$ cat src/rv32i_isa_pkg.sv
package rv32i_isa_pkg;

    // One machine word, used for every data path in the stage
    localparam int XLEN = 32;

    // Major opcodes of the instruction classes handled here
    localparam logic [6:0] OP_REG    = 7'b0110011;
    localparam logic [6:0] OP_IMM    = 7'b0010011;
    localparam logic [6:0] OP_LUI    = 7'b0110111;
    localparam logic [6:0] OP_AUIPC  = 7'b0010111;
    localparam logic [6:0] OP_LOAD   = 7'b0000011;
    localparam logic [6:0] OP_STORE  = 7'b0100011;
    localparam logic [6:0] OP_BRANCH = 7'b1100011;

    // Funct3 values of the register and immediate ALU operations
    localparam logic [2:0] F3_ADD_SUB = 3'b000;
    localparam logic [2:0] F3_SLL     = 3'b001;
    localparam logic [2:0] F3_SLT     = 3'b010;
    localparam logic [2:0] F3_SLTU    = 3'b011;
    localparam logic [2:0] F3_XOR     = 3'b100;
    localparam logic [2:0] F3_SRL_SRA = 3'b101;
    localparam logic [2:0] F3_OR      = 3'b110;
    localparam logic [2:0] F3_AND     = 3'b111;

    // Funct3 values of the conditional branches
    localparam logic [2:0] F3_BEQ  = 3'b000;
    localparam logic [2:0] F3_BNE  = 3'b001;
    localparam logic [2:0] F3_BLT  = 3'b100;
    localparam logic [2:0] F3_BGE  = 3'b101;
    localparam logic [2:0] F3_BLTU = 3'b110;
    localparam logic [2:0] F3_BGEU = 3'b111;

    // Instruction bit that is funct7 bit 5, it picks SUB and SRA
    localparam int F7_ALT_BIT = 30;

    // The ALU control code is the branch field on top of the operation nibble
    localparam int ALU_OP_W  = 4;
    localparam int ALU_BR_W  = 3;
    localparam int ALU_CTL_W = ALU_BR_W + ALU_OP_W;

    // Operation codes in the low nibble of the control code
    localparam logic [ALU_OP_W-1:0] ALU_AND  = 4'b0000;
    localparam logic [ALU_OP_W-1:0] ALU_OR   = 4'b0001;
    localparam logic [ALU_OP_W-1:0] ALU_ADD  = 4'b0010;
    localparam logic [ALU_OP_W-1:0] ALU_SRL  = 4'b0011;
    localparam logic [ALU_OP_W-1:0] ALU_SRA  = 4'b0100;
    localparam logic [ALU_OP_W-1:0] ALU_SLL  = 4'b0101;
    localparam logic [ALU_OP_W-1:0] ALU_SUB  = 4'b0110;
    localparam logic [ALU_OP_W-1:0] ALU_SLT  = 4'b0111;
    localparam logic [ALU_OP_W-1:0] ALU_XOR  = 4'b1000;
    localparam logic [ALU_OP_W-1:0] ALU_SLTU = 4'b1001;
    // Not decoded by the ALU, so the result comes out as zero
    localparam logic [ALU_OP_W-1:0] ALU_ZERO = 4'b1111;

    // Branch compare codes in the high three bits
    localparam logic [ALU_BR_W-1:0] BR_NONE = 3'b000;
    localparam logic [ALU_BR_W-1:0] BR_BEQ  = 3'b001;
    localparam logic [ALU_BR_W-1:0] BR_BNE  = 3'b010;
    localparam logic [ALU_BR_W-1:0] BR_BLT  = 3'b011;
    localparam logic [ALU_BR_W-1:0] BR_BGE  = 3'b100;
    localparam logic [ALU_BR_W-1:0] BR_BLTU = 3'b101;
    localparam logic [ALU_BR_W-1:0] BR_BGEU = 3'b110;

endpackage

$ cat src/exec_pkg.sv
package exec_pkg;

    // Word width and control code width come from the ISA package
    import rv32i_isa_pkg::*;

    // Step to the next sequential instruction
    localparam logic [XLEN-1:0] PC_STEP = 32'd4;

    // Packet handed over by the issue stage, one instruction at a time
    typedef struct packed {
        // Raw instruction word
        logic [XLEN-1:0] instr;
        // Address of the instruction
        logic [XLEN-1:0] pc;
        // Source register values, already read by the issue stage
        logic [XLEN-1:0] rs1_val;
        logic [XLEN-1:0] rs2_val;
    } exec_req_t;

    // Decoded operand bundle between decode, ALU and result former
    typedef struct packed {
        // Branch field in the top bits, operation nibble below
        logic [ALU_CTL_W-1:0] ctl;
        logic [XLEN-1:0]      operand_a;
        logic [XLEN-1:0]      operand_b;
        // Sign extended B-type offset, only meaningful for branches
        logic [XLEN-1:0]      br_offset;
        logic [XLEN-1:0]      pc;
    } alu_op_t;

    // Packet handed downstream once the instruction has executed
    typedef struct packed {
        // ALU result, load/store address or LUI value, zero for branches
        logic [XLEN-1:0] rd_val;
        logic [XLEN-1:0] next_pc;
        logic            taken;
    } exec_rsp_t;

endpackage

$ cat src/hs_slot.sv
`timescale 1ns/1ns

module hs_slot #(
    parameter type payload_t = logic [31:0]
) (
    input  logic     clk_i,
    input  logic     rst_n_i,
    // Upstream side, this slot is the receiver
    input  logic     req_i,
    input  payload_t data_i,
    output logic     ack_o,
    // Downstream side, this slot is the sender
    output logic     req_o,
    output payload_t data_o,
    input  logic     ack_i
);

    logic     full_q;
    logic     ack_q;
    logic     req_q;
    payload_t data_q;
    logic     capture;

    // Take a new payload only when empty and the previous upstream cycle has closed
    assign capture = req_i && !ack_q && !full_q;

    // Upstream ack rises with the capture and falls once req_i is seen low
    always_ff @(posedge clk_i or negedge rst_n_i) begin
        if (!rst_n_i) begin
            ack_q <= 1'b0;
        end else if (capture) begin
            ack_q <= 1'b1;
        end else if (ack_q && !req_i) begin
            ack_q <= 1'b0;
        end
    end

    // Held payload, cleared at reset so the outputs start at zero
    always_ff @(posedge clk_i or negedge rst_n_i) begin
        if (!rst_n_i) begin
            data_q <= '0;
        end else if (capture) begin
            data_q <= data_i;
        end
    end

    // Downstream req goes up on the capture edge and drops when ack_i is seen
    // The slot stays full until ack_i has returned low, which closes the cycle
    always_ff @(posedge clk_i or negedge rst_n_i) begin
        if (!rst_n_i) begin
            full_q <= 1'b0;
            req_q  <= 1'b0;
        end else if (capture) begin
            full_q <= 1'b1;
            req_q  <= 1'b1;
        end else begin
            if (req_q && ack_i) begin
                req_q <= 1'b0;
            end
            if (full_q && !req_q && !ack_i) begin
                full_q <= 1'b0;
            end
        end
    end

    assign ack_o  = ack_q;
    assign req_o  = req_q;
    assign data_o = data_q;

endmodule

$ cat src/alu_ctl_decode.sv
`timescale 1ns/1ns

module alu_ctl_decode
    import rv32i_isa_pkg::*;
    import exec_pkg::*;
(
    input  exec_req_t pkt_i,
    output alu_op_t   op_o
);

    logic [6:0]          opcode;
    logic [2:0]          funct3;
    logic                alt;
    logic [XLEN-1:0]     imm_i;
    logic [XLEN-1:0]     imm_s;
    logic [XLEN-1:0]     imm_u;
    logic [XLEN-1:0]     imm_b;
    logic [ALU_OP_W-1:0] alu_op;
    logic [ALU_BR_W-1:0] br_code;
    logic [XLEN-1:0]     opa;
    logic [XLEN-1:0]     opb;

    // Shared funct3 mapping of the R-type and I-type ALU groups
    // Only the register form can select SUB, both forms can select SRA
    function automatic logic [ALU_OP_W-1:0] arith_op(input logic [2:0] f3,
                                                     input logic       alt_bit,
                                                     input logic       is_reg);
        logic [ALU_OP_W-1:0] code;
        case (f3)
            F3_ADD_SUB: code = (is_reg && alt_bit) ? ALU_SUB : ALU_ADD;
            F3_SLL:     code = ALU_SLL;
            F3_SLT:     code = ALU_SLT;
            F3_SLTU:    code = ALU_SLTU;
            F3_XOR:     code = ALU_XOR;
            F3_SRL_SRA: code = alt_bit ? ALU_SRA : ALU_SRL;
            F3_OR:      code = ALU_OR;
            F3_AND:     code = ALU_AND;
            default:    code = ALU_ZERO;
        endcase
        return code;
    endfunction

    assign opcode = pkt_i.instr[6:0];
    assign funct3 = pkt_i.instr[14:12];
    assign alt    = pkt_i.instr[F7_ALT_BIT];

    // Immediates of the I, S, U and B formats, sign extended from bit 31
    assign imm_i = {{20{pkt_i.instr[31]}}, pkt_i.instr[31:20]};
    assign imm_s = {{20{pkt_i.instr[31]}}, pkt_i.instr[31:25], pkt_i.instr[11:7]};
    assign imm_u = {pkt_i.instr[31:12], 12'b0};
    assign imm_b = {{19{pkt_i.instr[31]}}, pkt_i.instr[31], pkt_i.instr[7],
                    pkt_i.instr[30:25], pkt_i.instr[11:8], 1'b0};

    always_comb begin
        // Unknown opcodes fall through to a zero result with no branch
        alu_op  = ALU_ZERO;
        br_code = BR_NONE;
        opa     = pkt_i.rs1_val;
        opb     = pkt_i.rs2_val;
        case (opcode)
            OP_REG: begin
                alu_op = arith_op(funct3, alt, 1'b1);
            end
            OP_IMM: begin
                // The shift amount sits in the low five bits of imm_i
                alu_op = arith_op(funct3, alt, 1'b0);
                opb    = imm_i;
            end
            OP_LUI: begin
                // AND with all ones passes the U immediate through
                alu_op = ALU_AND;
                opa    = '1;
                opb    = imm_u;
            end
            OP_AUIPC: begin
                alu_op = ALU_ADD;
                opa    = pkt_i.pc;
                opb    = imm_u;
            end
            OP_LOAD: begin
                alu_op = ALU_ADD;
                opb    = imm_i;
            end
            OP_STORE: begin
                alu_op = ALU_ADD;
                opb    = imm_s;
            end
            OP_BRANCH: begin
                // The compare works on rs1 minus rs2
                alu_op = ALU_SUB;
                case (funct3)
                    F3_BEQ:  br_code = BR_BEQ;
                    F3_BNE:  br_code = BR_BNE;
                    F3_BLT:  br_code = BR_BLT;
                    F3_BGE:  br_code = BR_BGE;
                    F3_BLTU: br_code = BR_BLTU;
                    F3_BGEU: br_code = BR_BGEU;
                    // Reserved branch encodings are treated like unknown opcodes
                    default: alu_op  = ALU_ZERO;
                endcase
            end
            default: begin
                alu_op = ALU_ZERO;
            end
        endcase
    end

    assign op_o.ctl       = {br_code, alu_op};
    assign op_o.operand_a = opa;
    assign op_o.operand_b = opb;
    assign op_o.br_offset = imm_b;
    assign op_o.pc        = pkt_i.pc;

endmodule

$ cat src/alu.sv
`timescale 1ns/1ns

module alu
    import rv32i_isa_pkg::*;
(
    input  logic [XLEN-1:0]      a_i,
    input  logic [XLEN-1:0]      b_i,
    input  logic [ALU_CTL_W-1:0] sel_i,
    output logic [XLEN-1:0]      result_o,
    output logic                 branch_ena_o
);

    logic [ALU_OP_W-1:0] op_sel;
    logic [ALU_BR_W-1:0] br_sel;
    logic [4:0]          shamt;

    assign op_sel = sel_i[ALU_OP_W-1:0];
    assign br_sel = sel_i[ALU_CTL_W-1:ALU_OP_W];

    // Shifts only ever use the low five bits of the second operand
    assign shamt = b_i[4:0];

    // Low nibble picks the operation, several instruction forms share each code
    always_comb begin
        case (op_sel)
            // AND also covers ANDI and LUI
            ALU_AND:  result_o = a_i & b_i;
            ALU_OR:   result_o = a_i | b_i;
            // ADD also serves ADDI, AUIPC and every load and store address
            ALU_ADD:  result_o = a_i + b_i;
            // SUB is also the difference the branches compare against zero
            ALU_SUB:  result_o = a_i - b_i;
            ALU_SLT:  result_o = ($signed(a_i) < $signed(b_i)) ? 32'd1 : 32'd0;
            ALU_SLTU: result_o = (a_i < b_i) ? 32'd1 : 32'd0;
            ALU_SRL:  result_o = a_i >> shamt;
            // Arithmetic shift keeps the sign of a_i
            ALU_SRA:  result_o = $signed(a_i) >>> shamt;
            ALU_SLL:  result_o = a_i << shamt;
            ALU_XOR:  result_o = a_i ^ b_i;
            // Unused codes, including the decoder's zero code
            default:  result_o = '0;
        endcase
    end

    // High bits pick the branch compare
    // Equality reuses the result of the subtraction
    always_comb begin
        case (br_sel)
            BR_BEQ:  branch_ena_o = (result_o == '0);
            BR_BNE:  branch_ena_o = (result_o != '0);
            BR_BLT:  branch_ena_o = ($signed(a_i) < $signed(b_i));
            BR_BGE:  branch_ena_o = ($signed(a_i) >= $signed(b_i));
            BR_BLTU: branch_ena_o = (a_i < b_i);
            BR_BGEU: branch_ena_o = (a_i >= b_i);
            default: branch_ena_o = 1'b0;
        endcase
    end

endmodule

$ cat src/exec_result.sv
`timescale 1ns/1ns

module exec_result
    import rv32i_isa_pkg::*;
    import exec_pkg::*;
(
    input  alu_op_t         op_i,
    input  logic [XLEN-1:0] alu_result_i,
    input  logic            branch_ena_i,
    output exec_rsp_t       rsp_o
);

    logic [ALU_BR_W-1:0] br_field;
    logic                is_branch;
    logic [XLEN-1:0]     seq_pc;
    logic [XLEN-1:0]     target_pc;

    // A valid branch is the only thing that sets the branch field
    assign br_field  = op_i.ctl[ALU_CTL_W-1:ALU_OP_W];
    assign is_branch = (br_field != BR_NONE);

    // Both candidate next pcs are formed, the compare outcome picks one
    assign seq_pc    = op_i.pc + PC_STEP;
    assign target_pc = op_i.pc + op_i.br_offset;

    // Branches write no register, so their rd value is forced to zero
    assign rsp_o.rd_val  = is_branch ? '0 : alu_result_i;
    assign rsp_o.taken   = branch_ena_i;
    assign rsp_o.next_pc = branch_ena_i ? target_pc : seq_pc;

endmodule

$ cat src/exec_unit.sv
`timescale 1ns/1ns

module exec_unit
    import rv32i_isa_pkg::*;
    import exec_pkg::*;
(
    input  logic      clk_i,
    input  logic      rst_n_i,
    // Request side from the issue stage
    input  logic      in_req_i,
    input  exec_req_t in_pkt_i,
    output logic      in_ack_o,
    // Result side to the next stage
    output logic      out_req_o,
    output exec_rsp_t out_rsp_o,
    input  logic      out_ack_i
);

    logic            mid_req;
    logic            mid_ack;
    exec_req_t       held_pkt;
    alu_op_t         dec_op;
    logic [XLEN-1:0] alu_result;
    logic            alu_branch_ena;
    exec_rsp_t       next_rsp;

    // Input slot holds the request packet for the whole execute path
    hs_slot #(.payload_t(exec_req_t)) slot_in (
        .clk_i   (clk_i),
        .rst_n_i (rst_n_i),
        .req_i   (in_req_i),
        .data_i  (in_pkt_i),
        .ack_o   (in_ack_o),
        .req_o   (mid_req),
        .data_o  (held_pkt),
        .ack_i   (mid_ack)
    );

    // Decode, ALU and result former settle within the cycle after capture
    alu_ctl_decode decode_inst (
        .pkt_i (held_pkt),
        .op_o  (dec_op)
    );

    alu alu_inst (
        .a_i          (dec_op.operand_a),
        .b_i          (dec_op.operand_b),
        .sel_i        (dec_op.ctl),
        .result_o     (alu_result),
        .branch_ena_o (alu_branch_ena)
    );

    exec_result result_inst (
        .op_i         (dec_op),
        .alu_result_i (alu_result),
        .branch_ena_i (alu_branch_ena),
        .rsp_o        (next_rsp)
    );

    // Output slot captures the finished result and frees the input slot
    hs_slot #(.payload_t(exec_rsp_t)) slot_out (
        .clk_i   (clk_i),
        .rst_n_i (rst_n_i),
        .req_i   (mid_req),
        .data_i  (next_rsp),
        .ack_o   (mid_ack),
        .req_o   (out_req_o),
        .data_o  (out_rsp_o),
        .ack_i   (out_ack_i)
    );

endmodule

$ cat config.mk
export PLATFORM = sky130hd
export DESIGN_NAME = exec_unit
export DESIGN_NICKNAME = d
export VERILOG_FILES = /design/src/rv32i_isa_pkg.sv /design/src/exec_pkg.sv /design/src/hs_slot.sv /design/src/alu_ctl_decode.sv /design/src/alu.sv /design/src/exec_result.sv /design/src/exec_unit.sv
export SDC_FILE = /design/constraint.sdc
export NUM_CORES = 1
export LEC_CHECK = 0
export BUFFER_PORTS_ARGS = -buffer_cell sky130_fd_sc_hd__buf_4
export CORE_MARGIN = 3
export CORE_UTILIZATION = 39
export CTS_CLUSTER_DIAMETER = 150
export DETAILED_ROUTE_END_ITERATION = 6
export HOLD_SLACK_MARGIN = 0.1
export SLEW_MARGIN = 30
export SYNTH_ARGS = -nofsm -noshare
export SYNTH_HDL_FRONTEND = slang
export SYNTH_SLANG_ARGS = --single-unit
$ cat constraint.sdc
create_clock -name clk_i -period 8.4 [get_ports clk_i]
set_clock_uncertainty 0.05 [all_clocks]
set_input_delay 0.84 -clock clk_i [delete_from_list [all_inputs] [get_ports clk_i]]
set_output_delay 0.84 -clock clk_i [all_outputs]
set_load 0.005 [all_outputs]
==> impl_results.md <==
* Status: complete, no violations
* Hold buffers post-CTS at 0
* Total standard cell area after synthesis at 0.0207 sq mm
* Number of antenna violations at the first check in global routing at 3
* Data arrival time at the worst-slack endpoint at 8250 ps
* Required time of the critical path at ~8700 ps
* Rows at between 80 and 90
* Largest voltage drop on the vdd net at 0.266 mV
* Overflow after GRT at 0
* Die extent in x at 236 um
* GRT met2 Usage at 0.581
* Placement-stage worst setup slack at 462 ps
* Starting utilization of the core area at 0.398
* Skew-Pair Late Insertion Delay at 490 ps
* Final-report setup violation count at 0
* EDFF count, synth at 0
* Total DRC errors in the routed layout at 0
* Core area at 0.0519 sq mm
* Max Root-Sink Buffers at 2
* Total clock sinks at 199
* Total negative slack at 0 ps
* Worst-path cell with the longest stage delay: sky130_fd_sc_hd__a2111oi_1
* Pre-Repair DR Iteration Count at 5
* Syn_area_per_cell at roughly 7.5 sq um
* Seq/Total Area, Yosys at 0.241
* Critical Path Sink Type: flip-flop
* Max-cap check violation count at 0
* Number of synthesized register bits at 199
* Diodes inserted at 0
* Mapped Cells at between 2,000 and 3,000
* CTS tree: done
* Combinational share of power at 0.768
* WL per Instance at 30.4 um
* Timing-limited maximum frequency at 0.126 GHz
* All-Layer GR Usage at 0.378
* Most congested layer reported by global routing: met2
* LEAKAGE at between 10 and 15 nW
* Worst Path Max Fanout at 17
* Share of final-layout standard cells stronger than drive strength 1 at 0.164
* Final count of hold timing violations at 0
* Synthesized netlist net count at ~3,000
* IO Port Bufs at 198
* Tmin final at 7940 ps
* Clock share of power at 0.074
* Type of the most critical hold path: in2async
* Slew @ Worst Pin at 1190 ps
* Met3 Use GR at 0.0694
* Crit-path max cell delay at 820 ps
* Final instance count without filler cells at 3,562
* Root cell of the clock tree: sky130_fd_sc_hd__clkbuf_16
* Number of buffers inserted during clock tree synthesis at 17
* Global-route wire length before repair at 156,000 um
* Count of cells along the worst register-to-register path at 21
* Family of cells with the greatest summed delay on the critical path: compound AO/OA/AOI/OAI gates
* Type of the setup path with the least slack: reg2reg
* Startpoint of the lowest-slack register-to-register path: slot_in.data_o[98]
* Clock-pin slew reported for the worst setup and hold paths after clock tree synthesis at 90 ps
* Antenna Violating Nets Remaining at 0
* Buffers and inverters on the worst path at 3
* Drt initial violations at roughly 2,500
* Synth cell types at 94
* Largest net degree at the start of global routing at between 100 and 150
* Gpl congestion at 1.05
* Crit path setup slack, layout at about 460 ps
* Global Route met1 Usage at 0.490
* Reg2Reg Capture Point: slot_out.data_o[31]
* Warning count from the yosys run at 0
* Largest cells by area after synthesis: sky130_fd_sc_hd__dfrtp_1, sky130_fd_sc_hd__nand2_1, sky130_fd_sc_hd__ha_1, sky130_fd_sc_hd__mux2i_1, sky130_fd_sc_hd__nor2_1
* Post-route fraction of the period consumed by the critical path at 0.945
* Sequence of cells on the critical path: and3b_1, and2_2, buf_4, mux2_4, inv_1, fa_1, o21bai_1, a2111oi_1, o31ai_1, buf_4, a311o_1, o211ai_1, o21ai_0, a221oi_1, o2111ai_1, nor4_1, nand4_1, or4_4, mux2_4, nand2_2, o311ai_1
* Power Total at between 10 and 15 mW
* Critical path startpoint category: flip-flop
* Slew Viols, Final at 0
* Via count at 22,900
* Worst reg-to-reg setup slack at 460 ps
* Critical path depth at 21
* Proportion of netlist area held by the largest area contributor at 0.241
* Dpl cells at 3,530
* Number of top-level pins at 199
* RSZ-0062 raised after global routing: false
* H-tree depth reported by CTS at 4
* Via density at 6.42
* Synth async-reset ratio at 1.00
* Synth Flop Type: sky130_fd_sc_hd__dfrtp_1
* P per Cell Area at around 510 mW/mm^2
* Die Area at about 0.056 sq mm
* Total half-perimeter wirelength after legalization and detailed placement at 85,300 um
* Switch share at 0.591
* Rel. slew slack at 0.192
* Routed wire length at 108,000 um
* Seq pwr share at 0.158
* Library cell occupying the most area in the post-synthesis netlist: sky130_fd_sc_hd__dfrtp_1
* Layout-stage area growth over the synthesis result at 14.5%
* Number of global-route vias before repair at 22,000
* Internal power at 4.99 mW
* Net load switching power at 7.19 mW
* Final #Nets at 3,141
* Die Y-Extent at 236 um
[cell type report]
type	instances	area [sq um]
tap	680	851
multi-input combinational	2259	14600
clock buffer	18	439
inverter	108	405
clock inverter	14	201
timing repair buffer	284	2150
sequential	199	4980
fill	5371	28200
[state kept, by name (all words and copies together) (netlist names)]
register and count:
slot_out.req_o 1, slot_in.data_o 128, slot_in.ack_o 1, slot_out.data_o 65, slot_in.req_o 1, slot_in.full_q 1
slot_out.ack_o 1, slot_out.full_q 1
[worst register-to-register path: stages, from the launching register on]
cell and delay [ps]:
sky130_fd_sc_hd__dfrtp_1 590, sky130_fd_sc_hd__and3b_1 260, sky130_fd_sc_hd__and2_2 430, sky130_fd_sc_hd__buf_4 370, sky130_fd_sc_hd__mux2_4 370, sky130_fd_sc_hd__inv_1 170
sky130_fd_sc_hd__fa_1 250, sky130_fd_sc_hd__o21bai_1 130, sky130_fd_sc_hd__a2111oi_1 820, sky130_fd_sc_hd__o31ai_1 130, sky130_fd_sc_hd__buf_4 180, sky130_fd_sc_hd__a311o_1 450
sky130_fd_sc_hd__o211ai_1 370, sky130_fd_sc_hd__o21ai_0 270, sky130_fd_sc_hd__a221oi_1 440, sky130_fd_sc_hd__o2111ai_1 370, sky130_fd_sc_hd__nor4_1 410, sky130_fd_sc_hd__nand4_1 110
sky130_fd_sc_hd__or4_4 580, sky130_fd_sc_hd__mux2_4 370, sky130_fd_sc_hd__nand2_2 300, sky130_fd_sc_hd__o311ai_1 400
[Yosys cell counts (17+ instances only)]
| cell | number |
|---|---|
| sky130_fd_sc_hd__nand2_1 | 592 |
| sky130_fd_sc_hd__nor2_1 | 220 |
| sky130_fd_sc_hd__dfrtp_1 | 199 |
| sky130_fd_sc_hd__ha_1 | 137 |
| sky130_fd_sc_hd__a21oi_1 | 133 |
| sky130_fd_sc_hd__o21ai_0 | 132 |
| sky130_fd_sc_hd__clkbuf_1 | 107 |
| sky130_fd_sc_hd__mux2i_1 | 102 |
| sky130_fd_sc_hd__inv_1 | 94 |
| sky130_fd_sc_hd__nand3_1 | 62 |
| sky130_fd_sc_hd__nor3_1 | 52 |
| sky130_fd_sc_hd__o211ai_1 | 48 |
| sky130_fd_sc_hd__or2_2 | 45 |
| sky130_fd_sc_hd__xnor2_1 | 44 |
| sky130_fd_sc_hd__a211oi_1 | 40 |
| sky130_fd_sc_hd__buf_2 | 38 |
| sky130_fd_sc_hd__mux2_2 | 38 |
| sky130_fd_sc_hd__o22ai_1 | 35 |
| sky130_fd_sc_hd__a31oi_1 | 31 |
| sky130_fd_sc_hd__nand4_1 | 30 |
| sky130_fd_sc_hd__a22o_1 | 29 |
| sky130_fd_sc_hd__a21o_1 | 28 |
| sky130_fd_sc_hd__a221oi_1 | 26 |
| sky130_fd_sc_hd__a221o_1 | 21 |
| sky130_fd_sc_hd__nor2b_1 | 21 |
| sky130_fd_sc_hd__a211o_1 | 20 |
| sky130_fd_sc_hd__and2_1 | 20 |
| sky130_fd_sc_hd__nor4_1 | 20 |
| sky130_fd_sc_hd__buf_1 | 19 |
| sky130_fd_sc_hd__nand2b_1 | 18 |
| sky130_fd_sc_hd__o21a_1 | 17 |
| sky130_fd_sc_hd__o31ai_1 | 17 |
[worst max path at each step]
stage	from	endpoint	slack, ps
finish	slot_in.data_o[98]	slot_out.data_o[31]	460
global route	slot_in.data_o[98]	slot_out.data_o[3]	30
floorplan	slot_in.data_o[100]	slot_out.data_o[3]	1680
detailed placement	slot_in.data_o[98]	slot_out.data_o[16]	460
global placement	slot_in.data_o[102]	slot_out.data_o[3]	690
CTS	slot_in.data_o[98]	slot_out.data_o[31]	460
[timing repair]
item                       CTS  global route
setup endpoints to repair    0            24
buffers inserted             0             0
gates resized for setup      0             2
[power by group through the flow]
stage / sequential [mW] / clock, mW / combinational, mW
3_5_place_dp: 1.94 / 0 / 8.99
6_report: 1.93 / 0.898 / 9.35
2_1_floorplan: 1.67 / 0 / 5.76
3_3_place_gp: 1.93 / 0 / 9.01
5_1_grt: 1.98 / 0.953 / 9.92
4_1_cts: 1.92 / 0.914 / 9.03
[placed cells by master, fill, tap and decap left out, drive strengths merged, types with 19 or more instances in the layout]
master | netlist | routed
a22o | 29 | 29
nor2b | 21 | 21
xnor2 | 44 | 44
mux2i | 106 | 106
nor4 | 20 | 20
o22ai | 35 | 35
a221o | 21 | 21
nand3 | 62 | 62
nand4 | 30 | 30
inv | 105 | 112
a21oi | 133 | 133
o211ai | 48 | 48
o21ai | 140 | 140
a221oi | 26 | 26
mux2 | 50 | 50
a31oi | 31 | 31
clkbuf | 107 | 19
ha | 137 | 137
or2 | 46 | 46
nand2 | 593 | 593
a211o | 20 | 20
and2 | 20 | 20
dfrtp | 199 | 199
a21o | 28 | 28
nor2 | 222 | 222
nor3 | 52 | 52
a211oi | 40 | 40
buf | 73 | 283
[cell families (layout without fill, tap and decap cells)]
group	Yosys count	in the layout	share of synthesized area
AO/OA/AOI/OAI	753	753	0.255
XOR/XNOR	59	59	0.0250
adder cells (fa/ha/maj)	140	140	0.0858
buffers and inverters	288	424	0.0586
flip-flops	199	199	0.241
multiplexers	164	164	0.0910
AND/OR/NAND/NOR	1143	1143	0.244
[metal layers]
layer	up-vias	part of all wire
li1	10200	-
met1	11200	0.41
met2	1192	0.44
met3	293	0.078
met4	6	0.074
met5	-	0.00043
[metrics by stage]
step	cell area, sq um	hold WS, ps	utilization
final	23700	284	0.456
after global routing	23700	315	0.456
after CTS	23700	288	0.456
after detailed placement	23000	411	0.443
after global placement	23000	413	0.443
after floorplan	20700	390	-
(Power assumes the default switching activity.)
